### src/logic/sample_sound_pkg.sv
package sample_sound_pkg;

	// ========================================
	// Channels and widths
	// ========================================

	typedef enum logic [1:0] {
		CH_WALK = 2'd0,
		CH_JUMP = 2'd1,
		CH_LAND = 2'd2,
		CH_FALL = 2'd3
	} sample_chan_e;

	localparam int SAMPLE_W   = 16;
	localparam int ROM_ADDR_W = 16;
	localparam int VOL_W      = 4;
	localparam int MIX_W      = 19;
	localparam int N_CHAN     = 4;
	localparam int SLOT_W     = 4;

	// 12.288 MHz / 1115, about 11.02 kHz
	localparam int RATE_DIV   = 1115;
	localparam int RATE_CNT_W = $clog2(RATE_DIV);

	// Output clamp limits
	localparam logic signed [SAMPLE_W-1:0] SAMPLE_MAX = 16'sh7FFF;
	localparam logic signed [SAMPLE_W-1:0] SAMPLE_MIN = 16'sh8000;

	// ========================================
	// Sample regions in the wave ROM
	// ========================================

	localparam logic [ROM_ADDR_W-1:0] CHAN_BASE [N_CHAN] = '{16'h0000, 16'h3000, 16'h5000, 16'h7000};
	localparam logic [ROM_ADDR_W-1:0] CHAN_LEN [N_CHAN] = '{16'h0800, 16'h2000, 16'h2000, 16'h5000};
	localparam logic CHAN_STOP [N_CHAN] = '{1'b0, 1'b0, 1'b0, 1'b1};

	// Walk start bank, one step per trigger
	localparam int WALK_STEPS = 7;
	localparam int WALK_IDX_W = 3;
	localparam int BANK_W     = 2;
	localparam logic [ROM_ADDR_W-1:0] WALK_BANK_SIZE = 16'h0800;
	localparam logic [BANK_W-1:0] WALK_BANKS [WALK_STEPS] = '{2'd1, 2'd2, 2'd1, 2'd2, 2'd0, 2'd1, 2'd0};

	function automatic logic [ROM_ADDR_W-1:0] chan_base(sample_chan_e ch);
		return CHAN_BASE[ch];
	endfunction

	function automatic logic [ROM_ADDR_W-1:0] chan_len(sample_chan_e ch);
		return CHAN_LEN[ch];
	endfunction

	function automatic logic chan_stops(sample_chan_e ch);
		return CHAN_STOP[ch];
	endfunction

	function automatic logic [ROM_ADDR_W-1:0] walk_base(logic [WALK_IDX_W-1:0] idx);
		return ROM_ADDR_W'(WALK_BANKS[idx]) * WALK_BANK_SIZE;
	endfunction

endpackage

### src/logic/sample_bus_timing.sv
`timescale 1ns/1ps

module sample_bus_timing (
	input  logic W_CLK_12288M,
	input  logic W_RESETn,
	input  logic [sample_sound_pkg::N_CHAN-1:0][sample_sound_pkg::ROM_ADDR_W-1:0] chan_addr,
	input  logic [sample_sound_pkg::SAMPLE_W-1:0] wav_rom_data,
	output logic [sample_sound_pkg::ROM_ADDR_W-1:0] wav_rom_addr,
	output logic [sample_sound_pkg::SAMPLE_W-1:0] rom_sample,
	output logic [sample_sound_pkg::N_CHAN-1:0] fetch_strobe,
	output logic step_tick
);
	import sample_sound_pkg::*;

	logic [SLOT_W-1:0] slot;
	logic [RATE_CNT_W-1:0] rate_cnt;
	logic [1:0] slot_chan;
	logic addr_slot;
	logic data_slot;

	// Slots 0..7 carry the channels, address then data
	assign slot_chan = slot[2:1];
	assign addr_slot = ~slot[SLOT_W-1] & ~slot[0];
	assign data_slot = ~slot[SLOT_W-1] & slot[0];

	// ========================================
	// Slot frame
	// ========================================

	always_ff @(posedge W_CLK_12288M or negedge W_RESETn) begin
		if (!W_RESETn) begin
			slot         <= '0;
			wav_rom_addr <= '0;
			fetch_strobe <= '0;
		end else begin
			slot         <= slot + 1'b1;
			fetch_strobe <= '0;
			if (addr_slot)
				wav_rom_addr <= chan_addr[slot_chan];
			if (data_slot)
				fetch_strobe[slot_chan] <= 1'b1;
		end
	end

	// Word for the channel whose strobe follows
	always_ff @(posedge W_CLK_12288M) begin
		if (data_slot)
			rom_sample <= wav_rom_data;
	end

	// ========================================
	// Sample rate divider
	// ========================================

	always_ff @(posedge W_CLK_12288M or negedge W_RESETn) begin
		if (!W_RESETn) begin
			rate_cnt  <= '0;
			step_tick <= 1'b0;
		end else if (rate_cnt == RATE_CNT_W'(RATE_DIV - 1)) begin
			rate_cnt  <= '0;
			step_tick <= 1'b1;
		end else begin
			rate_cnt  <= rate_cnt + 1'b1;
			step_tick <= 1'b0;
		end
	end

endmodule

### src/logic/sample_channel.sv
`timescale 1ns/1ps

module sample_channel #(
	parameter sample_sound_pkg::sample_chan_e chan = sample_sound_pkg::CH_WALK
) (
	input  logic W_CLK_12288M,
	input  logic W_RESETn,
	input  logic trig,
	input  logic [sample_sound_pkg::VOL_W-1:0] vol,
	input  logic step_tick,
	input  logic fetch_strobe,
	input  logic [sample_sound_pkg::SAMPLE_W-1:0] rom_sample,
	output logic [sample_sound_pkg::ROM_ADDR_W-1:0] chan_addr,
	output logic signed [sample_sound_pkg::SAMPLE_W-1:0] chan_out
);
	import sample_sound_pkg::*;

	logic trig_d;
	logic trig_rise;
	logic stop_req;
	logic playing;
	logic [ROM_ADDR_W-1:0] remaining;
	logic [ROM_ADDR_W-1:0] start_addr;

	// Volume 0..15 maps to gain 1/16..16/16
	logic [VOL_W:0] vol_gain;
	logic signed [SAMPLE_W+VOL_W+1:0] product;
	logic signed [SAMPLE_W-1:0] scaled;

	assign trig_rise = trig & ~trig_d;

	// ========================================
	// Start address
	// ========================================

	generate
		if (chan == CH_WALK) begin : g_walk
			logic [WALK_IDX_W-1:0] bank_idx;

			assign start_addr = walk_base(bank_idx);

			// Next bank is picked on every new trigger
			always_ff @(posedge W_CLK_12288M or negedge W_RESETn) begin
				if (!W_RESETn) begin
					bank_idx <= '0;
				end else if (trig_rise) begin
					if (bank_idx == WALK_IDX_W'(WALK_STEPS - 1))
						bank_idx <= '0;
					else
						bank_idx <= bank_idx + 1'b1;
				end
			end
		end else begin : g_fixed
			assign start_addr = chan_base(chan);
		end
	endgenerate

	// Release cuts the sound short on the fall channel only
	generate
		if (chan_stops(chan)) begin : g_stop
			assign stop_req = ~trig & trig_d;
		end else begin : g_no_stop
			assign stop_req = 1'b0;
		end
	endgenerate

	// ========================================
	// Playback state and address stepping
	// ========================================

	always_ff @(posedge W_CLK_12288M or negedge W_RESETn) begin
		if (!W_RESETn) begin
			trig_d    <= 1'b0;
			playing   <= 1'b0;
			chan_addr <= '0;
			remaining <= '0;
		end else begin
			trig_d <= trig;
			if (trig_rise) begin
				// A retrigger restarts from the top
				playing   <= 1'b1;
				chan_addr <= start_addr;
				remaining <= chan_len(chan);
			end else if (stop_req) begin
				playing <= 1'b0;
			end else if (playing && step_tick) begin
				chan_addr <= chan_addr + 1'b1;
				remaining <= remaining - 1'b1;
				if (remaining == ROM_ADDR_W'(1))
					playing <= 1'b0;
			end
		end
	end

	// ========================================
	// Volume scaling
	// ========================================

	assign vol_gain = vol + 1'b1;
	assign product  = $signed(rom_sample) * $signed({1'b0, vol_gain});

	// Arithmetic shift by 4, result always fits 16 bits
	assign scaled = product[SAMPLE_W+VOL_W-1:VOL_W];

	always_ff @(posedge W_CLK_12288M or negedge W_RESETn) begin
		if (!W_RESETn) begin
			chan_out <= '0;
		end else if (fetch_strobe) begin
			if (playing)
				chan_out <= scaled;
			else
				chan_out <= '0;
		end
	end

endmodule

### src/logic/sound_mixer.sv
`timescale 1ns/1ps

module sound_mixer (
	input  logic W_CLK_12288M,
	input  logic W_RESETn,
	input  logic signed [sample_sound_pkg::N_CHAN-1:0][sample_sound_pkg::SAMPLE_W-1:0] chan_out,
	input  logic signed [sample_sound_pkg::SAMPLE_W-1:0] digital_sound,
	output logic signed [sample_sound_pkg::SAMPLE_W-1:0] sound_out
);
	import sample_sound_pkg::*;

	logic signed [MIX_W-1:0] mix_sum;

	// ========================================
	// Five-term sum
	// ========================================

	always_comb begin
		mix_sum = MIX_W'(digital_sound);
		for (int i = 0; i < N_CHAN; i++) begin
			mix_sum = mix_sum + MIX_W'($signed(chan_out[i]));
		end
	end

	// ========================================
	// Limiter
	// ========================================

	always_ff @(posedge W_CLK_12288M or negedge W_RESETn) begin
		if (!W_RESETn) begin
			sound_out <= '0;
		end else if (mix_sum > SAMPLE_MAX) begin
			// Positive clip
			sound_out <= SAMPLE_MAX;
		end else if (mix_sum < SAMPLE_MIN) begin
			// Negative clip
			sound_out <= SAMPLE_MIN;
		end else begin
			sound_out <= mix_sum[SAMPLE_W-1:0];
		end
	end

endmodule

### src/logic/sample_sound_top.sv
`timescale 1ns/1ps

module sample_sound_top (
	input  logic W_CLK_12288M,
	input  logic W_RESETn,
	input  logic walk,
	input  logic jump,
	input  logic land,
	input  logic fall,
	input  logic [sample_sound_pkg::VOL_W-1:0] vol,
	input  logic signed [sample_sound_pkg::SAMPLE_W-1:0] digital_sound,
	input  logic [sample_sound_pkg::SAMPLE_W-1:0] wav_rom_data,
	output logic [sample_sound_pkg::ROM_ADDR_W-1:0] wav_rom_addr,
	output logic signed [sample_sound_pkg::SAMPLE_W-1:0] sound_out
);
	import sample_sound_pkg::*;

	logic [N_CHAN-1:0][ROM_ADDR_W-1:0] chan_addr;
	logic signed [N_CHAN-1:0][SAMPLE_W-1:0] chan_out;
	logic [SAMPLE_W-1:0] rom_sample;
	logic [N_CHAN-1:0] fetch_strobe;
	logic step_tick;

	// ========================================
	// Shared wave ROM port
	// ========================================

	sample_bus_timing u_bus (
		.W_CLK_12288M (W_CLK_12288M),
		.W_RESETn     (W_RESETn),
		.chan_addr    (chan_addr),
		.wav_rom_data (wav_rom_data),
		.wav_rom_addr (wav_rom_addr),
		.rom_sample   (rom_sample),
		.fetch_strobe (fetch_strobe),
		.step_tick    (step_tick)
	);

	// ========================================
	// Sample channels
	// ========================================

	sample_channel #(.chan(CH_WALK)) u_walk (
		.W_CLK_12288M (W_CLK_12288M),
		.W_RESETn     (W_RESETn),
		.trig         (walk),
		.vol          (vol),
		.step_tick    (step_tick),
		.fetch_strobe (fetch_strobe[CH_WALK]),
		.rom_sample   (rom_sample),
		.chan_addr    (chan_addr[CH_WALK]),
		.chan_out     (chan_out[CH_WALK])
	);

	sample_channel #(.chan(CH_JUMP)) u_jump (
		.W_CLK_12288M (W_CLK_12288M),
		.W_RESETn     (W_RESETn),
		.trig         (jump),
		.vol          (vol),
		.step_tick    (step_tick),
		.fetch_strobe (fetch_strobe[CH_JUMP]),
		.rom_sample   (rom_sample),
		.chan_addr    (chan_addr[CH_JUMP]),
		.chan_out     (chan_out[CH_JUMP])
	);

	sample_channel #(.chan(CH_LAND)) u_land (
		.W_CLK_12288M (W_CLK_12288M),
		.W_RESETn     (W_RESETn),
		.trig         (land),
		.vol          (vol),
		.step_tick    (step_tick),
		.fetch_strobe (fetch_strobe[CH_LAND]),
		.rom_sample   (rom_sample),
		.chan_addr    (chan_addr[CH_LAND]),
		.chan_out     (chan_out[CH_LAND])
	);

	sample_channel #(.chan(CH_FALL)) u_fall (
		.W_CLK_12288M (W_CLK_12288M),
		.W_RESETn     (W_RESETn),
		.trig         (fall),
		.vol          (vol),
		.step_tick    (step_tick),
		.fetch_strobe (fetch_strobe[CH_FALL]),
		.rom_sample   (rom_sample),
		.chan_addr    (chan_addr[CH_FALL]),
		.chan_out     (chan_out[CH_FALL])
	);

	// Samples plus digital sound
	sound_mixer u_mixer (
		.W_CLK_12288M  (W_CLK_12288M),
		.W_RESETn      (W_RESETn),
		.chan_out      (chan_out),
		.digital_sound (digital_sound),
		.sound_out     (sound_out)
	);

endmodule

### config.mk
export PLATFORM = sky130hd
export DESIGN_NAME = sample_sound_top
export DESIGN_NICKNAME = d
export VERILOG_FILES = /design/src/logic/sample_sound_pkg.sv /design/src/logic/sample_bus_timing.sv /design/src/logic/sample_channel.sv /design/src/logic/sound_mixer.sv /design/src/logic/sample_sound_top.sv
export SDC_FILE = /design/constraint.sdc
export NUM_CORES = 1
export LEC_CHECK = 0
export ABC_AREA = 1
export BUFFER_PORTS_ARGS = -buffer_cell sky130_fd_sc_hd__buf_2
export CAP_MARGIN = 15
export CORE_MARGIN = 2
export CORE_UTILIZATION = 40
export CTS_CLUSTER_DIAMETER = 40
export DETAILED_ROUTE_END_ITERATION = 10
export PLACE_DENSITY = 0.57
export SETUP_SLACK_MARGIN = 0.1
export SKIP_LAST_GASP = 1
export SLEW_MARGIN = 20
export SYNTH_ARGS = -nofsm -noshare
export SYNTH_HDL_FRONTEND = slang
export SYNTH_HIERARCHICAL = 1
export SYNTH_SLANG_ARGS = --single-unit
export TNS_END_PERCENT = 30
### constraint.sdc
create_clock -name W_CLK_12288M -period 4.53 [get_ports W_CLK_12288M]
set_input_delay 0.906 -clock W_CLK_12288M [delete_from_list [all_inputs] [get_ports W_CLK_12288M]]
set_output_delay 0.906 -clock W_CLK_12288M [all_outputs]
set_load 0.02 [all_outputs]
# Word level (Yosys, flattened, before mapping)
# Memories as Yosys holds them, arrays and structs flattened.
# Index checks and enable logic that the tools add are counted.
# totals
register_bits	271
mem_bits_ro	16
input_bits	42
word_cells	139
memories	1
# memory_table
name	words	word_bits	rd	rd_clocked_by_memory_dff	wr	line_no	rtl
(no name shown)	8	2	1	0	0	sample_sound_pkg.sv:57	return ROM_ADDR_W'(WALK_BANKS[idx]) * WALK_BANK_SIZE;
# classes
add_sub_neg	16
mul	1
n_lt_le_gt_ge	5
eq_ne	7
muxes	47
n_bitwise	15
reduce_logical	19
# ops
operator	count
16-bit two-way mux	25
16-bit by 1-bit adder with 16-bit output, second input constant	4
16-bit by 1-bit equality test with 1-bit output, second input constant	4
16-bit by 1-bit subtractor with 16-bit output, second input constant	4
19-bit by 16-bit adder with 19-bit output	2
16-bit binary-select mux with 2-bit select	1
16-bit by 6-bit multiplier with 20-bit output	1
19-bit by 16-bit > comparator with 1-bit output, second input constant	1
19-bit by 16-bit less-than comparator with 1-bit output, second input constant	1
17-bit by 16-bit adder with 18-bit output	1
16-bit by 16-bit adder with 17-bit output	1
1-bit two-way mux	15
2-bit nonzero test	7
11-bit by 1-bit adder with 11-bit output, second input constant	1
11-bit equality test, second input constant	1
11-bit two-way mux	1
2-bit AND reduction	5
1-bit bitwise AND	7
1-bit NOT	7
3-bit nonzero test	2
4-bit by 1-bit adder with 5-bit output, second input constant	1
1-bit logical AND	5
4-bit by 1-bit adder with 4-bit output, second input constant	1
4-bit greater-or-equal comparator, second input constant	1
10 further kinds	11

# Depth between registers and ports, before layout
# logic_depth
depth_word	7
ltp_mapped	25
ltp_nobuf	22

# Cells and area by module
# The synthesis kept the hierarchy.
# modules_own_cells
mod	instances	cells_each	area_each_um2
sample_channel at u_fall	1	757	5360.1
sample_channel at u_walk	1	734	5287.6
sample_channel at u_land	1	729	5231.3
sample_channel at u_jump	1	733	5212.5
sound_mixer	1	444	3209.3
sample_bus_timing	1	306	2536.2

# Worst setup path after synthesis
# Ideal clock, no wire load.
# synth_path
path_kind	input-to-reg
startpoint	input vol[0] in the netlist's numbering
endpoint	register u_walk/chan_out[15] in the netlist's numbering
setup_time_ps	119
arrival_time_ps	4511
required_ps	4411
slack_ps	-99
cell_stages	18
path_cell_list	ha_1 xnor2_1 clkbuf_1 nor2_1 fa_1 fa_1 inv_1 fa_1 inv_1 ha_1 nand2_1 inv_1 a21oi_1 nand2_1 a21oi_1 nand3_1 nand3_1 nand2_1
# synth_via
elab_chain_len	3
# synth_lines
element	line_no	rtl
start, declared	sample_sound_top.sv:10	input logic [sample_sound_pkg::VOL_W-1:0] vol,
4-bit by 1-bit adder with 5-bit output	sample_channel.sv:99	assign vol_gain = vol + 1'b1;
16-bit by 6-bit multiplier with 20-bit output	sample_channel.sv:100	assign product = $signed(rom_sample) * $signed({1'b0, vol_gain});
16-bit two-way mux	sample_channel.sv:109	if (playing)
end signal, assigned	sample_channel.sv:110	chan_out <= scaled;
end, declared	sample_channel.sv:14	output logic signed [sample_sound_pkg::SAMPLE_W-1:0] chan_out
# No other way between the ends.
# A chain may end at the register's enable or synchronous reset.

# Worst setup path after layout
# layout_path
startpoint	input vol[0] in the netlist's numbering
endpoint	register u_walk/chan_out[4] in the netlist's numbering
# The elaborated chain is that of the path after synthesis.

==> out/metrics.yaml <==
outcome:
  status: "finished, final reports clean"
die:
  die_h_um: 263
  die_area_um2: 69200
  core_area_um2: 66100
  ioPinCount: 74
  initial_core_util_pct: 40.6
  die_w_um: 263
  rows: 94
cells_and_area:
  drive_above_1_share_pct: 14.5
  stdcell_count: 4924
  flow.area_growth_from_synthesis_pct: 20.2
  design_area_um2: 32300
  antenna_cells: 0
  layout_common_cells: "874 x nand2_1, 813 x inv_1, 462 x nor2_1, 255 x dfrtp_1, 234 x buf_4"
  fin_nets: 4460
  final_common_cell: "nand2_1"
logic_synthesis:
  synth_xor_area_share_pct: 1.17
  synth-warning-count: 6
  synthDistinctLibCells: 58
  synth_compound_area_share_pct: 6.71
  synthTopCellsByArea: "dfrtp_1 24%, fa_1 17%, nand2_1 12%, inv_1 11%, ha_1 7.9%"
  synthMuxAreaShare_pct: 0
  syn_area_um2: 26800
  synth_nets: 4149
  ys_seq_area_share_pct: 25.6
  synth_top_area_share_pct: 23.8
  synth_top_family_by_area: "simple AND/OR/NAND/NOR gates"
  synth_seq_cells: 271
  yosys.area_share.adder_pct: 25.4
  synth_largest_area_cell: "dfrtp_1"
  syn_area_per_cell_um2: 7.25
  syn_inst: 3703
  synthSimpleGateAreaFrac_pct: 28.2
global_route:
  antenna_found_initial: 0
  grt_max_degree: 155
  gr-usage-all-layers_pct: 21.3
  grt_pass1_vias: 23884
  grt_pass1_wl_um: 120000
  grt.overflow.total: 0
power:
  pwr-share-seq_pct: 14.2
  switching_power_w: 0.0130
  power_density_nw_per_um2: 798
  p_leak_nw: 17.9
  p_comb_share_pct: 68.7
  swShare_pct: 50.3
  p_total_w: 0.0258
  clkPwrFrac_pct: 17.1
  ir_drop_uv: 1100
  internal-power_w: 0.0128
timing:
  final_max_slew_viol_count: 0
  rsz0062_at_grt: "yes"
  fin_worst_skew_ns: 0.0451
  post-route-period-util_pct: 94.3
  finalSetupViolCount: 0
  fmax_mhz: 234
  worstMarginPinSlew_ns: 1.05
  final_hold_viol_count: 0
  setup_ws_ns: 0.257
  max-slew-margin-rel_pct: 30.2
  fin_crit_ns: 4.27
  tns_ns: 0
placed_design:
  io_buffer_count: 73
  gp_congestion: 0.873
  place_inst: 4822
  preCtsSetupSlack_ns: -0.579
  place.detailed.hpwl_um: 57400
  placed_cell_area_um2: 30000
clock_network:
  numCtsBuffers: 54
  cts_setup_buffers: 0
  cts-htree-levels: 2
  cts.sinks: 271
  cts_hold_buf: 0
  clk_path_buf_depth: 3
  path_clk_slew_ns: 0.05
  cts_tree: "built"
  clock_latency_ns: 0.61
  cts_root_buf: "clkbuf_16"
critical_path:
  critical_path_class: "input pin to register"
  crit_path_top_delay_cell: "fa_1"
  crit_path_start_kind: "input pin"
  cp_slowest_stage_delay_ns: 0.55
  reg2regPathDepth: 14
  worstPathMaxFanout: 8
  cp-end-kind: "register"
  crit_chain: "clkbuf_4, buf_4, ha_4, xnor2_2, buf_4, nor2_1, fa_1, fa_1, inv_1, fa_1, inv_1, ha_1, a21oi_1, inv_1, nor2_1, o21ai_1, o21ai_0, nand2_1"
  crit_arrival_ns: 4.71
  required_ns: 4.97
detailed_routing:
  drt_iter0_markers: 1453
  viasPerCell: 4.77
  drc: 0
  routedWlPerCell_um: 14.5
  drt_wl_total_um: 71300
  antenna_left: 0
  first_pass_iters: 5
  vias: 23483
flow_run:
  maxCapViolCount: 0
min_path:
  hp-class: "input pin to async pin"
[layout make-up]
cell class,instances,area (µm²)
Timing Repair Buffer,320,2390
Sequential cell,271,6860
Fill cell,6701,33800
Multi-Input combinational cell,2536,16800
Clock inverter,34,529
Tap cell,864,1080
Clock buffer,68,1520
Inverter,831,3130
[worst paths after layout]
check	from	end	slack, ns
min	W_RESETn	u_walk/chan_out[15]	0.18
min in group W_CLK_12288M	fall	u_fall/trig_d	0.43
max	vol[0]	u_walk/chan_out[4]	0.26
max in group asynchronous	W_RESETn	u_bus/wav_rom_addr[9]	3.16
min reg2reg	u_walk/remaining[15]	u_walk/remaining[15]	0.46
max reg2reg	u_bus/rom_sample[5]	u_walk/chan_out[4]	0.39
[metal layers]
metal	GRT usage (%)	wire, µm
met5	0	0
met1	28.9	33400
met2	35.6	32900
met4	5.22	1520
met3	3.30	3420
[power groups by stage]
stage / combinational [W] / sequential (W) / clock (W)
after global routing: 0.0204 / 0.00370 / 0.00462
after global placement: 0.0178 / 0.00367 / 0
final: 0.0177 / 0.00364 / 0.00441
after CTS: 0.0180 / 0.00363 / 0.00450
after detailed placement: 0.0179 / 0.00367 / 0
after floorplan: 0.0125 / 0.00356 / 0
[critical path: cells and delay by family]
family | cells | cell delay (ns)
AOI/OAI and AO/OA | 3 | 0.67
xor gates and xnor gates | 1 | 0.13
adders and majority gates | 5 | 2.00
buffers and inverters | 6 | 0.67
and+or+nand+nor | 3 | 0.31
[per-stage QoR]
| stage | hold slack, ns | util [%] |
|---|---|---|
| 3_3_place_gp | 0.457 | 45.4 |
| 2_1_floorplan | 0.433 | - |
| 5_1_grt | 0.184 | 48.8 |
| 4_1_cts | 0.153 | 48.5 |
| 3_5_place_dp | 0.460 | 45.4 |
| 6_report | 0.183 | 48.8 |
[logic make-up (layout without fill, tap and decap cells)]
kind of cell / after synthesis / in the layout
AOI/OAI and AO/OA: 337 / 337
xor gates and xnor gates: 36 / 36
adders and majority gates: 404 / 404
buffers and inverters: 896 / 1253
DFF: 271 / 271
and+or+nand+nor: 1759 / 1759
[synth_stat cells (all sizes together)]
cell	count
xor2	25
nand4	38
o41ai	2
o31ai	6
fa	234
a21o	4
ha	170
buf	31
a31oi	5
clkbuf	34
o211ai	1
nand3b	18
nand2	918
edfxtp	16
nor4	12
o22ai	3
clkinv	1
or2	8
nor2	500
o21bai	1
a211oi	2
a22oi	1
o21a	10
a21oi	164
and3	7
xnor2	11
o221ai	1
nor3	59
dfrtp	255
a22o	3
nor3b	2
and2	4
inv	830
nand3	193
o21ai	134
[timing repair]
action                     in CTS  in global routing
setup endpoints to repair       1                 50
gates cloned                    0                  0
gates resized for setup         1                 72
pin swaps                       0                  4
Note: power is estimated with default switching activity, not from simulation.
